$ cat src/lc4_pkg.sv
package lc4_pkg;

    // machine word for data, addresses and instructions
    typedef logic [15:0] word_t;
    typedef logic [2:0]  reg_idx_t;

    // one-hot condition codes, bit 2 negative, bit 1 zero, bit 0 positive
    typedef logic [2:0]  nzp_t;

    // stall code shown on the commit trace
    typedef enum logic [1:0] {
        STALL_NONE   = 2'd0,
        STALL_BRANCH = 2'd2,
        STALL_LOAD   = 2'd3
    } stall_t;

    // decoded control carried down the pipe
    typedef struct packed {
        reg_idx_t rs;
        reg_idx_t rt;
        reg_idx_t rd;
        logic     rs_re;
        logic     rt_re;
        logic     rf_we;
        logic     nzp_we;
        logic     is_load;
        logic     is_store;
        logic     is_branch;
    } ctrl_t;

    localparam logic [3:0] OP_BR      = 4'b0000;
    localparam logic [3:0] OP_ARITH   = 4'b0001;
    localparam logic [3:0] OP_LOGIC   = 4'b0101;
    localparam logic [3:0] OP_LDR     = 4'b0110;
    localparam logic [3:0] OP_STR     = 4'b0111;
    localparam logic [3:0] OP_CONST   = 4'b1001;
    localparam logic [3:0] OP_HICONST = 4'b1101;

    localparam word_t PC_RESET = 16'h8200;
    localparam int    NUM_REGS = 8;

    // registers clear to zero, so the condition codes start at zero too
    localparam nzp_t NZP_RESET = 3'b010;

    // execute operand sources
    localparam logic [1:0] BYP_RF = 2'd0;
    localparam logic [1:0] BYP_M  = 2'd1;
    localparam logic [1:0] BYP_W  = 2'd2;

    // condition codes of a result word
    function automatic nzp_t nzp_of(input word_t value);
        nzp_t res;
        if (value == '0) begin
            res = 3'b010;
        end else if (value[15]) begin
            res = 3'b100;
        end else begin
            res = 3'b001;
        end
        return res;
    endfunction

endpackage

$ cat src/lc4_decoder.sv
`timescale 1ns/1ps

module lc4_decoder (
    input  lc4_pkg::word_t i_insn,
    output lc4_pkg::ctrl_t o_ctrl
);
    import lc4_pkg::*;

    logic [3:0] opcode;
    reg_idx_t   f_hi;
    reg_idx_t   f_mid;
    reg_idx_t   f_lo;

    assign opcode = i_insn[15:12];
    assign f_hi   = i_insn[11:9];
    assign f_mid  = i_insn[8:6];
    assign f_lo   = i_insn[2:0];

    always_comb begin
        o_ctrl = '0;
        case (opcode)
            OP_BR: begin
                // an empty nzp mask is the NOP encoding
                o_ctrl.is_branch = |f_hi;
            end
            OP_ARITH: begin
                // ADD, SUB and ADD-immediate, the MUL/DIV sub-ops stay a NOP
                if (i_insn[5] || !i_insn[3]) begin
                    o_ctrl.rs     = f_mid;
                    o_ctrl.rs_re  = 1'b1;
                    o_ctrl.rt     = f_lo;
                    o_ctrl.rt_re  = !i_insn[5];
                    o_ctrl.rd     = f_hi;
                    o_ctrl.rf_we  = 1'b1;
                    o_ctrl.nzp_we = 1'b1;
                end
            end
            OP_LOGIC: begin
                o_ctrl.rs     = f_mid;
                o_ctrl.rs_re  = 1'b1;
                o_ctrl.rt     = f_lo;
                // NOT and AND-immediate have no second source
                o_ctrl.rt_re  = !i_insn[5] && (i_insn[4:3] != 2'b01);
                o_ctrl.rd     = f_hi;
                o_ctrl.rf_we  = 1'b1;
                o_ctrl.nzp_we = 1'b1;
            end
            OP_LDR: begin
                o_ctrl.rs      = f_mid;
                o_ctrl.rs_re   = 1'b1;
                o_ctrl.rd      = f_hi;
                o_ctrl.rf_we   = 1'b1;
                o_ctrl.nzp_we  = 1'b1;
                o_ctrl.is_load = 1'b1;
            end
            OP_STR: begin
                // rt carries the store data
                o_ctrl.rs       = f_mid;
                o_ctrl.rs_re    = 1'b1;
                o_ctrl.rt       = f_hi;
                o_ctrl.rt_re    = 1'b1;
                o_ctrl.is_store = 1'b1;
            end
            OP_CONST: begin
                o_ctrl.rd     = f_hi;
                o_ctrl.rf_we  = 1'b1;
                o_ctrl.nzp_we = 1'b1;
            end
            OP_HICONST: begin
                // keeps the low byte of rd, so rd is also a source
                if (i_insn[8]) begin
                    o_ctrl.rs     = f_hi;
                    o_ctrl.rs_re  = 1'b1;
                    o_ctrl.rd     = f_hi;
                    o_ctrl.rf_we  = 1'b1;
                    o_ctrl.nzp_we = 1'b1;
                end
            end
            default: begin
                o_ctrl = '0;
            end
        endcase
    end

endmodule

$ cat src/lc4_alu.sv
`timescale 1ns/1ps

module lc4_alu (
    input  lc4_pkg::word_t i_insn,
    input  lc4_pkg::word_t i_pc,
    input  lc4_pkg::word_t i_rs_data,
    input  lc4_pkg::word_t i_rt_data,
    output lc4_pkg::word_t o_result
);
    import lc4_pkg::*;

    word_t imm5;
    word_t imm6;
    word_t imm9;
    word_t arith_res;
    word_t logic_res;
    word_t br_target;

    // sign-extended immediates
    assign imm5 = {{11{i_insn[4]}}, i_insn[4:0]};
    assign imm6 = {{10{i_insn[5]}}, i_insn[5:0]};
    assign imm9 = {{7{i_insn[8]}}, i_insn[8:0]};

    assign br_target = i_pc + 16'd1 + imm9;

    always_comb begin
        if (i_insn[5]) begin
            arith_res = i_rs_data + imm5;
        end else if (i_insn[4]) begin
            arith_res = i_rs_data - i_rt_data;
        end else begin
            arith_res = i_rs_data + i_rt_data;
        end
    end

    always_comb begin
        if (i_insn[5]) begin
            logic_res = i_rs_data & imm5;
        end else begin
            case (i_insn[4:3])
                2'b00:   logic_res = i_rs_data & i_rt_data;
                2'b01:   logic_res = ~i_rs_data;
                2'b10:   logic_res = i_rs_data | i_rt_data;
                default: logic_res = i_rs_data ^ i_rt_data;
            endcase
        end
    end

    always_comb begin
        case (i_insn[15:12])
            OP_BR:          o_result = br_target;
            OP_ARITH:       o_result = arith_res;
            OP_LOGIC:       o_result = logic_res;
            OP_LDR, OP_STR: o_result = i_rs_data + imm6;
            OP_CONST:       o_result = imm9;
            // upper byte from the instruction, lower byte kept from rd
            OP_HICONST:     o_result = {i_insn[7:0], i_rs_data[7:0]};
            default:        o_result = '0;
        endcase
    end

endmodule

$ cat src/lc4_regfile.sv
`timescale 1ns/1ps

module lc4_regfile (
    input  logic              gwe,
    input  logic              i_rst,
    input  lc4_pkg::reg_idx_t i_rs,
    input  lc4_pkg::reg_idx_t i_rt,
    input  lc4_pkg::reg_idx_t i_rd,
    input  lc4_pkg::word_t    i_wdata,
    input  logic              i_we,
    output lc4_pkg::word_t    o_rs_data,
    output lc4_pkg::word_t    o_rt_data
);
    import lc4_pkg::*;

    word_t regs [NUM_REGS];

    always_ff @(posedge gwe) begin
        if (i_rst) begin
            for (int i = 0; i < NUM_REGS; i++) begin
                regs[i] <= '0;
            end
        end else if (i_we) begin
            regs[i_rd] <= i_wdata;
        end
    end

    // write-through so decode sees the value retiring this cycle
    assign o_rs_data = (i_we && (i_rd == i_rs)) ? i_wdata : regs[i_rs];
    assign o_rt_data = (i_we && (i_rd == i_rt)) ? i_wdata : regs[i_rt];

endmodule

$ cat src/lc4_hazard_unit.sv
`timescale 1ns/1ps

module lc4_hazard_unit (
    input  lc4_pkg::ctrl_t i_d_ctrl,
    input  lc4_pkg::ctrl_t i_x_ctrl,
    input  lc4_pkg::ctrl_t i_m_ctrl,
    input  lc4_pkg::ctrl_t i_w_ctrl,
    output logic           o_stall,
    output logic [1:0]     o_rs_sel,
    output logic [1:0]     o_rt_sel,
    output logic           o_store_sel
);
    import lc4_pkg::*;

    logic load_use;
    logic load_branch;
    logic rs_dep;
    logic rt_dep;

    // newest producer wins, memory stage before writeback
    function automatic logic [1:0] bypass_sel(
        input reg_idx_t src,
        input logic     re,
        input ctrl_t    m_ctrl,
        input ctrl_t    w_ctrl
    );
        logic [1:0] sel;
        sel = BYP_RF;
        if (re && m_ctrl.rf_we && (m_ctrl.rd == src)) begin
            sel = BYP_M;
        end else if (re && w_ctrl.rf_we && (w_ctrl.rd == src)) begin
            sel = BYP_W;
        end
        return sel;
    endfunction

    // decode reads the register a load in execute is about to fill
    assign rs_dep = i_d_ctrl.rs_re && (i_d_ctrl.rs == i_x_ctrl.rd);

    // store data is fixed up later by the WM bypass
    assign rt_dep = i_d_ctrl.rt_re && !i_d_ctrl.is_store && (i_d_ctrl.rt == i_x_ctrl.rd);

    assign load_use = i_x_ctrl.is_load && i_x_ctrl.rf_we && (rs_dep || rt_dep);

    // the branch needs the load's condition codes, only ready one cycle later
    assign load_branch = i_d_ctrl.is_branch && i_x_ctrl.is_load;

    assign o_stall = load_use || load_branch;

    assign o_rs_sel = bypass_sel(i_x_ctrl.rs, i_x_ctrl.rs_re, i_m_ctrl, i_w_ctrl);
    assign o_rt_sel = bypass_sel(i_x_ctrl.rt, i_x_ctrl.rt_re, i_m_ctrl, i_w_ctrl);

    // writeback holds the instruction just older than the store
    assign o_store_sel = i_m_ctrl.is_store && i_w_ctrl.rf_we &&
                         (i_m_ctrl.rt == i_w_ctrl.rd);

endmodule

$ cat src/lc4_pipeline.sv
`timescale 1ns/1ps

module lc4_pipeline (
    input  logic              gwe,
    input  logic              i_rst,
    input  lc4_pkg::word_t    i_cur_insn,
    input  lc4_pkg::word_t    i_cur_dmem_data,
    output lc4_pkg::word_t    o_cur_pc,
    output lc4_pkg::word_t    o_dmem_addr,
    output logic              o_dmem_we,
    output lc4_pkg::word_t    o_dmem_towrite,
    output lc4_pkg::stall_t   o_commit_stall,
    output lc4_pkg::word_t    o_commit_pc,
    output lc4_pkg::word_t    o_commit_insn,
    output logic              o_commit_rf_we,
    output lc4_pkg::reg_idx_t o_commit_rf_wsel,
    output lc4_pkg::word_t    o_commit_rf_data,
    output lc4_pkg::nzp_t     o_commit_nzp
);
    import lc4_pkg::*;

    word_t      pc_q;
    word_t      pc_next;
    nzp_t       nzp_q;
    logic       stall;
    logic [1:0] rs_sel;
    logic [1:0] rt_sel;
    logic       store_sel;

    word_t      d_insn;
    word_t      d_pc;
    stall_t     d_stall;
    ctrl_t      d_ctrl;
    word_t      rf_rs_data;
    word_t      rf_rt_data;

    word_t      x_insn;
    word_t      x_pc;
    stall_t     x_stall;
    ctrl_t      x_ctrl;
    word_t      x_rs_data;
    word_t      x_rt_data;
    word_t      x_rs_byp;
    word_t      x_rt_byp;
    word_t      x_result;
    nzp_t       x_nzp;
    logic       x_taken;

    word_t      m_insn;
    word_t      m_pc;
    stall_t     m_stall;
    ctrl_t      m_ctrl;
    word_t      m_result;
    word_t      m_rt_data;
    nzp_t       m_nzp;
    nzp_t       m_load_nzp;

    word_t      w_insn;
    word_t      w_pc;
    stall_t     w_stall;
    ctrl_t      w_ctrl;
    word_t      w_result;
    word_t      w_dmem_data;
    word_t      w_wdata;
    nzp_t       w_nzp;

    lc4_decoder u_decoder (
        .i_insn (d_insn),
        .o_ctrl (d_ctrl)
    );

    lc4_regfile u_regfile (
        .gwe       (gwe),
        .i_rst     (i_rst),
        .i_rs      (d_ctrl.rs),
        .i_rt      (d_ctrl.rt),
        .i_rd      (w_ctrl.rd),
        .i_wdata   (w_wdata),
        .i_we      (w_ctrl.rf_we),
        .o_rs_data (rf_rs_data),
        .o_rt_data (rf_rt_data)
    );

    lc4_hazard_unit u_hazard (
        .i_d_ctrl    (d_ctrl),
        .i_x_ctrl    (x_ctrl),
        .i_m_ctrl    (m_ctrl),
        .i_w_ctrl    (w_ctrl),
        .o_stall     (stall),
        .o_rs_sel    (rs_sel),
        .o_rt_sel    (rt_sel),
        .o_store_sel (store_sel)
    );

    lc4_alu u_alu (
        .i_insn    (x_insn),
        .i_pc      (x_pc),
        .i_rs_data (x_rs_byp),
        .i_rt_data (x_rt_byp),
        .o_result  (x_result)
    );

    // MX and WX bypass
    assign x_rs_byp = (rs_sel == BYP_M) ? m_result :
                      (rs_sel == BYP_W) ? w_wdata : x_rs_data;
    assign x_rt_byp = (rt_sel == BYP_M) ? m_result :
                      (rt_sel == BYP_W) ? w_wdata : x_rt_data;

    assign x_nzp   = nzp_of(x_result);
    assign x_taken = x_ctrl.is_branch && |(x_insn[11:9] & nzp_q);
    assign pc_next = x_taken ? x_result : (stall ? pc_q : pc_q + 16'd1);

    assign m_load_nzp = nzp_of(i_cur_dmem_data);
    assign w_wdata    = w_ctrl.is_load ? w_dmem_data : w_result;

    always_ff @(posedge gwe) begin
        if (i_rst) begin
            pc_q    <= PC_RESET;
            d_insn  <= '0;
            d_stall <= STALL_BRANCH;
            x_ctrl  <= '0;
            x_stall <= STALL_BRANCH;
            m_ctrl  <= '0;
            m_stall <= STALL_BRANCH;
            w_ctrl  <= '0;
            w_stall <= STALL_BRANCH;
            nzp_q   <= NZP_RESET;
        end else begin
            pc_q <= pc_next;
            // a taken branch squashes fetch and decode
            if (x_taken) begin
                d_insn  <= '0;
                d_stall <= STALL_BRANCH;
                x_ctrl  <= '0;
                x_stall <= STALL_BRANCH;
            end else if (stall) begin
                x_ctrl  <= '0;
                x_stall <= STALL_LOAD;
            end else begin
                d_insn  <= i_cur_insn;
                d_stall <= STALL_NONE;
                x_ctrl  <= d_ctrl;
                x_stall <= d_stall;
            end
            m_ctrl  <= x_ctrl;
            m_stall <= x_stall;
            w_ctrl  <= m_ctrl;
            w_stall <= m_stall;
            // younger instruction leaving execute overrides an older load
            if (x_ctrl.nzp_we && !x_ctrl.is_load) begin
                nzp_q <= x_nzp;
            end else if (m_ctrl.is_load) begin
                nzp_q <= m_load_nzp;
            end
        end
    end

    always_ff @(posedge gwe) begin
        if (!stall) begin
            d_pc <= pc_q;
        end
        x_insn      <= d_insn;
        x_pc        <= d_pc;
        x_rs_data   <= rf_rs_data;
        x_rt_data   <= rf_rt_data;
        m_insn      <= x_insn;
        m_pc        <= x_pc;
        m_result    <= x_result;
        m_rt_data   <= x_rt_byp;
        m_nzp       <= x_ctrl.nzp_we ? x_nzp : 3'b000;
        w_insn      <= m_insn;
        w_pc        <= m_pc;
        w_result    <= m_result;
        w_dmem_data <= i_cur_dmem_data;
        w_nzp       <= m_ctrl.is_load ? m_load_nzp : m_nzp;
    end

    assign o_cur_pc       = pc_q;
    assign o_dmem_addr    = (m_ctrl.is_load || m_ctrl.is_store) ? m_result : '0;
    assign o_dmem_we      = m_ctrl.is_store;
    // WM bypass for store data
    assign o_dmem_towrite = !m_ctrl.is_store ? '0 : (store_sel ? w_wdata : m_rt_data);

    assign o_commit_stall   = w_stall;
    assign o_commit_pc      = w_pc;
    assign o_commit_insn    = w_insn;
    assign o_commit_rf_we   = w_ctrl.rf_we;
    assign o_commit_rf_wsel = w_ctrl.rd;
    assign o_commit_rf_data = w_wdata;
    assign o_commit_nzp     = w_nzp;

endmodule

$ cat config.mk
export PLATFORM = sky130hd
export DESIGN_NAME = lc4_pipeline
export DESIGN_NICKNAME = d
export VERILOG_FILES = /design/src/lc4_pkg.sv /design/src/lc4_decoder.sv /design/src/lc4_alu.sv /design/src/lc4_regfile.sv /design/src/lc4_hazard_unit.sv /design/src/lc4_pipeline.sv
export SDC_FILE = /design/constraint.sdc
export NUM_CORES = 1
export LEC_CHECK = 0
export BUFFER_PORTS_ARGS = -buffer_cell sky130_fd_sc_hd__buf_2
export CAP_MARGIN = 20
export CORE_MARGIN = 5
export CORE_UTILIZATION = 40
export CTS_CLUSTER_SIZE = 24
export DETAILED_ROUTE_END_ITERATION = 8
export SYNTH_ARGS = -nofsm -noshare
export SYNTH_HDL_FRONTEND = slang
export SYNTH_SLANG_ARGS = --single-unit
$ cat constraint.sdc
create_clock -name gwe -period 7.5 [get_ports gwe]
set_clock_uncertainty 0.05 [all_clocks]
set_input_delay 1.5 -clock gwe [delete_from_list [all_inputs] [get_ports gwe]]
set_output_delay 1.5 -clock gwe [all_outputs]
set_load 0.05 [all_outputs]
==> impl_results.md <==
- Status: finished clean
- Worst r2r src: o_commit_rf_wsel[1]
- Initial Utilization: 0.403
- Worst hold-check path type: reg2reg
- Setup WS pre-CTS: 0.543 ns
- Crit-path max FO: 27
- R2r endpoint: nzp_q[1]
- Synth Cell Area: between 20000 and 25000 um^2
- Data arrival, critical path: approximately 7.3 ns
- RePlAce Congestion: 0.964
- Top FF cell, synth: dfxtp_1
- P_int: between 4 and 5 mW
- RSZ-0062 raised after global routing: no
- Routed WL: about 69000 um
- Sequential share of the synthesized area: 0.481
- Lkg Pwr: 9.60 nW
- CTS Root Cell: clkbuf_16
- Min-delay src: m_insn[14]
- Clk_lat worst skew: roughly 0.59 ns
- Cts bufs inserted: 46
- Multi-input gate area: slightly below 10000 um^2
- DR iter-0 viols: between 1500 and 2000
- Vias in the first global route: around 17000
- Post-synthesis cell count: around 2200
- Met3 Use GR: 0.0359
- Top-area cell type share of the netlist area: 0.267
- Min Tclk post-route: between 6 and 7 ns
- Remaining Overflow, GRT: 0
- Flop pwr share: 0.437
- Worst VDD drop: about 0.18 mV
- Input/output buffers: between 100 and 150
- Library cells used by synthesis: about 80
- First-pass DRT Iterations: 5
- Antenna violations before repair: 1
- Grt peak-use layer: met2
- YS warnings: 0
- R2r worst-path depth: 22
- Routed length per instance: 23.2 um
- Die height: approximately 230 um
- CP Data Required Time: a little under 8 ns
- Die width: 235 um
- Worst hold margin: 0.274 ns
- Routed Antenna Nets: 0
- Most frequent cells in the layout: nand2_1 (298), dfxtp_1 (268), nor2_1 (220)
- Total die area: approximately 55000 um^2
- Clock Path Buffers: 3
- # rows: 82
- Dpl hpwl: 47500 um
- Drt drc: 0
- Final setup vio count: 0
- F_max: ~140 MHz
- P per Cell Area: ~260 nW/um^2
- Startpoint types: register
- Avg Cell Area, Syn: 9.38 um^2
- Post-synth EDFFs: 144
- PnR Total Power: around 5.9 mW
- Vias: roughly 17000
- Flops & latches, synth: between 400 and 500
- Setup TNS: 0 ns
- TritonCTS clock tree: built
- Sw Share: 0.297
- Share of cells above drive strength 1: 0.143
- Syn-to-layout area delta: 15.1%
- Clock Sinks: between 400 and 500
- Psw: roughly 1.8 mW
- GR Util met1: 0.324
- CP Class: reg2reg
- Layout Nets: between 2000 and 2500
- Storage cell area: ~9700 um^2
- Ranking of synthesized cells by area: dfxtp_1 (27%), edfxtp_1 (21%), nand2_1 (5.5%)
- Setup WS post-layout: around 0.56 ns
- Hold Path Stages: 0
- Slew Limit Fails: 0
- Via density: about 5.7
- Comb pwr share: 0.172
- H-Tree Level Count: 2
- Synth area leader: dfxtp_1
- First-pass GRT wire length: 104000 um
- Synth Net Count: between 2000 and 2500
- Synth async-reset ratio: 0
- Maximum capacitance violations: 0
- Worst-path clk slew: approximately 0.060 ns
- Gr usage total: 0.241
- Final Hold Fails: 0
- Final-layout fill cell count: about 4900
- Clock power share: 0.391
- CP Capture Type: register
- Core area: roughly 50000 um^2
- Io pins: between 100 and 150
- Met2 usage: 0.385
- Hold Path End: o_commit_insn[14]
- Period utilisation layout: 0.925
- Slew headroom: 0.267
- Largest net degree at the start of global routing: 68
- Actual slew at the worst max-slew pin: around 1.1 ns
- Commonest non-fill, non-tap cell in the layout: nand2_1
- FF-to-FF setup slack: 0.56 ns
- Diode count: 0
sequential cells by signal (all words and copies together), names as in the netlist, 8 cells and up:
| signal | count |
|---|---|
| x_rs_data | 16 |
| m_insn | 16 |
| m_rt_data | 16 |
| o_commit_pc | 16 |
| x_insn | 16 |
| x_ctrl | 15 |
| m_pc | 16 |
| w_dmem_data | 16 |
| o_cur_pc | 16 |
| m_result | 16 |
| w_result | 16 |
| o_commit_insn | 16 |
| d_pc | 16 |
| m_ctrl | 8 |
| x_rt_data | 16 |
| u_regfile.regs | 128 |
| x_pc | 16 |
| d_insn | 16 |
synthesized netlist by cell type, types with 6 or more instances:
cell type	number
a311oi_1	51
xor2_1	36
buf_1	10
a31oi_1	37
nand2_1	298
mux2i_1	38
nor4_1	14
nand2b_1	9
nor2_1	220
clkbuf_1	119
o211ai_1	15
xnor2_1	53
ha_1	66
nor3b_1	9
a221oi_1	12
nor3_1	40
and2_1	48
edfxtp_1	144
a211oi_1	75
buf_2	11
mux4_2	7
a211o_1	8
a21o_1	13
nor2b_1	40
and3_1	30
or4_1	12
nand4_1	6
o211a_1	20
o21a_1	16
buf_4	7
a21oi_1	82
mux2_2	6
dfxtp_1	269
a22oi_1	8
nand3_1	60
o21ai_0	56
inv_1	86
or3_1	10
a22o_1	18
worst max-delay path: stages, from the launching register on:
cell and delay (ns):
dfxtp_1 0.56, xor2_1 0.21, nor4_4 0.43, buf_6 0.30, mux2_2 0.39, mux2i_4 0.30
xnor2_1 0.16, a32oi_1 0.16, or3b_2 0.61, xnor2_1 0.20, o21ai_0 0.10, ha_1 0.24
nor3_1 0.34, o211ai_1 0.21, a221o_1 0.37, and3_1 0.21, o21ai_0 0.21, a21oi_1 0.12
xnor2_1 0.37, or4b_2 0.63, mux2i_1 0.21, nor3_2 0.12, a211o_1 0.28
through the flow:
| step | std cells | util | area, um^2 |
|---|---|---|---|
| 2_1_floorplan | 2154 | - | 20200 |
| 3_3_place_gp | 2873 | 0.432 | 21700 |
| 5_1_grt | 2961 | 0.465 | 23300 |
| 4_1_cts | 2958 | 0.464 | 23200 |
| 3_5_place_dp | 2874 | 0.433 | 21700 |
| 6_report | 2961 | 0.465 | 23300 |
power by group through the flow:
stage | Sequential, mW | Combinational (mW) | Clock, mW
final | 2.60 | 1.02 | 2.32
after global routing | 2.61 | 1.10 | 2.45
after CTS | 2.59 | 1.00 | 2.37
after detailed placement | 2.64 | 0.997 | 0
after global placement | 2.64 | 0.991 | 0
after floorplan | 2.60 | 0.648 | 0
how the worst max path moves through the flow:
| stage | startpoint | end | depth (start not counted) |
|---|---|---|---|
| after global routing | o_commit_rf_wsel[1] | nzp_q[1] | 27 |
| after global placement | o_commit_rf_wsel[2] | nzp_q[1] | 23 |
| final | o_commit_rf_wsel[1] | nzp_q[1] | 22 |
| after CTS | o_commit_rf_wsel[2] | nzp_q[1] | 22 |
| after detailed placement | o_commit_rf_wsel[2] | o_cur_pc[15] | 22 |
| after floorplan | o_commit_rf_we | nzp_q[1] | 28 |
repair_timing:
| item | in CTS | in global routing |
|---|---|---|
| setup buffers | 0 | 0 |
| setup endpoints to repair | 0 | 6 |
| hold buffers | 0 | 0 |
| gates resized for setup | 0 | 4 |
layer usage:
layer	part of all wire	vias to the layer above
met3	0.063	155
met5	0	-
met4	0.049	0
li1	-	7905
met2	0.46	659
met1	0.43	8240
cells by family (layout without fill, tap and decap cells):
group                    after synthesis  count (layout)  synth area share
AO/OA/AOI/OAI                        464             464             0.165
XOR/XNOR                              89              89            0.0386
multiplexers                          52              52            0.0311
flip-flops                           413             413             0.481
adder cells (fa/ha/maj)               68              68            0.0429
buffers and inverters                235             370            0.0460
AND/OR/NAND/NOR                      833             833             0.196
cell type report:
| type | instances | share of cell area |
|---|---|---|
| clock inverter | 26 | 0.0134 |
| inverter | 87 | 0.0140 |
| tap | 672 | 0.0362 |
| multi-input combinational | 1506 | 0.416 |
| sequential | 413 | 0.418 |
| clock buffer | 58 | 0.0536 |
| timing repair buffer | 199 | 0.0497 |
(Power assumes the default switching activity.)
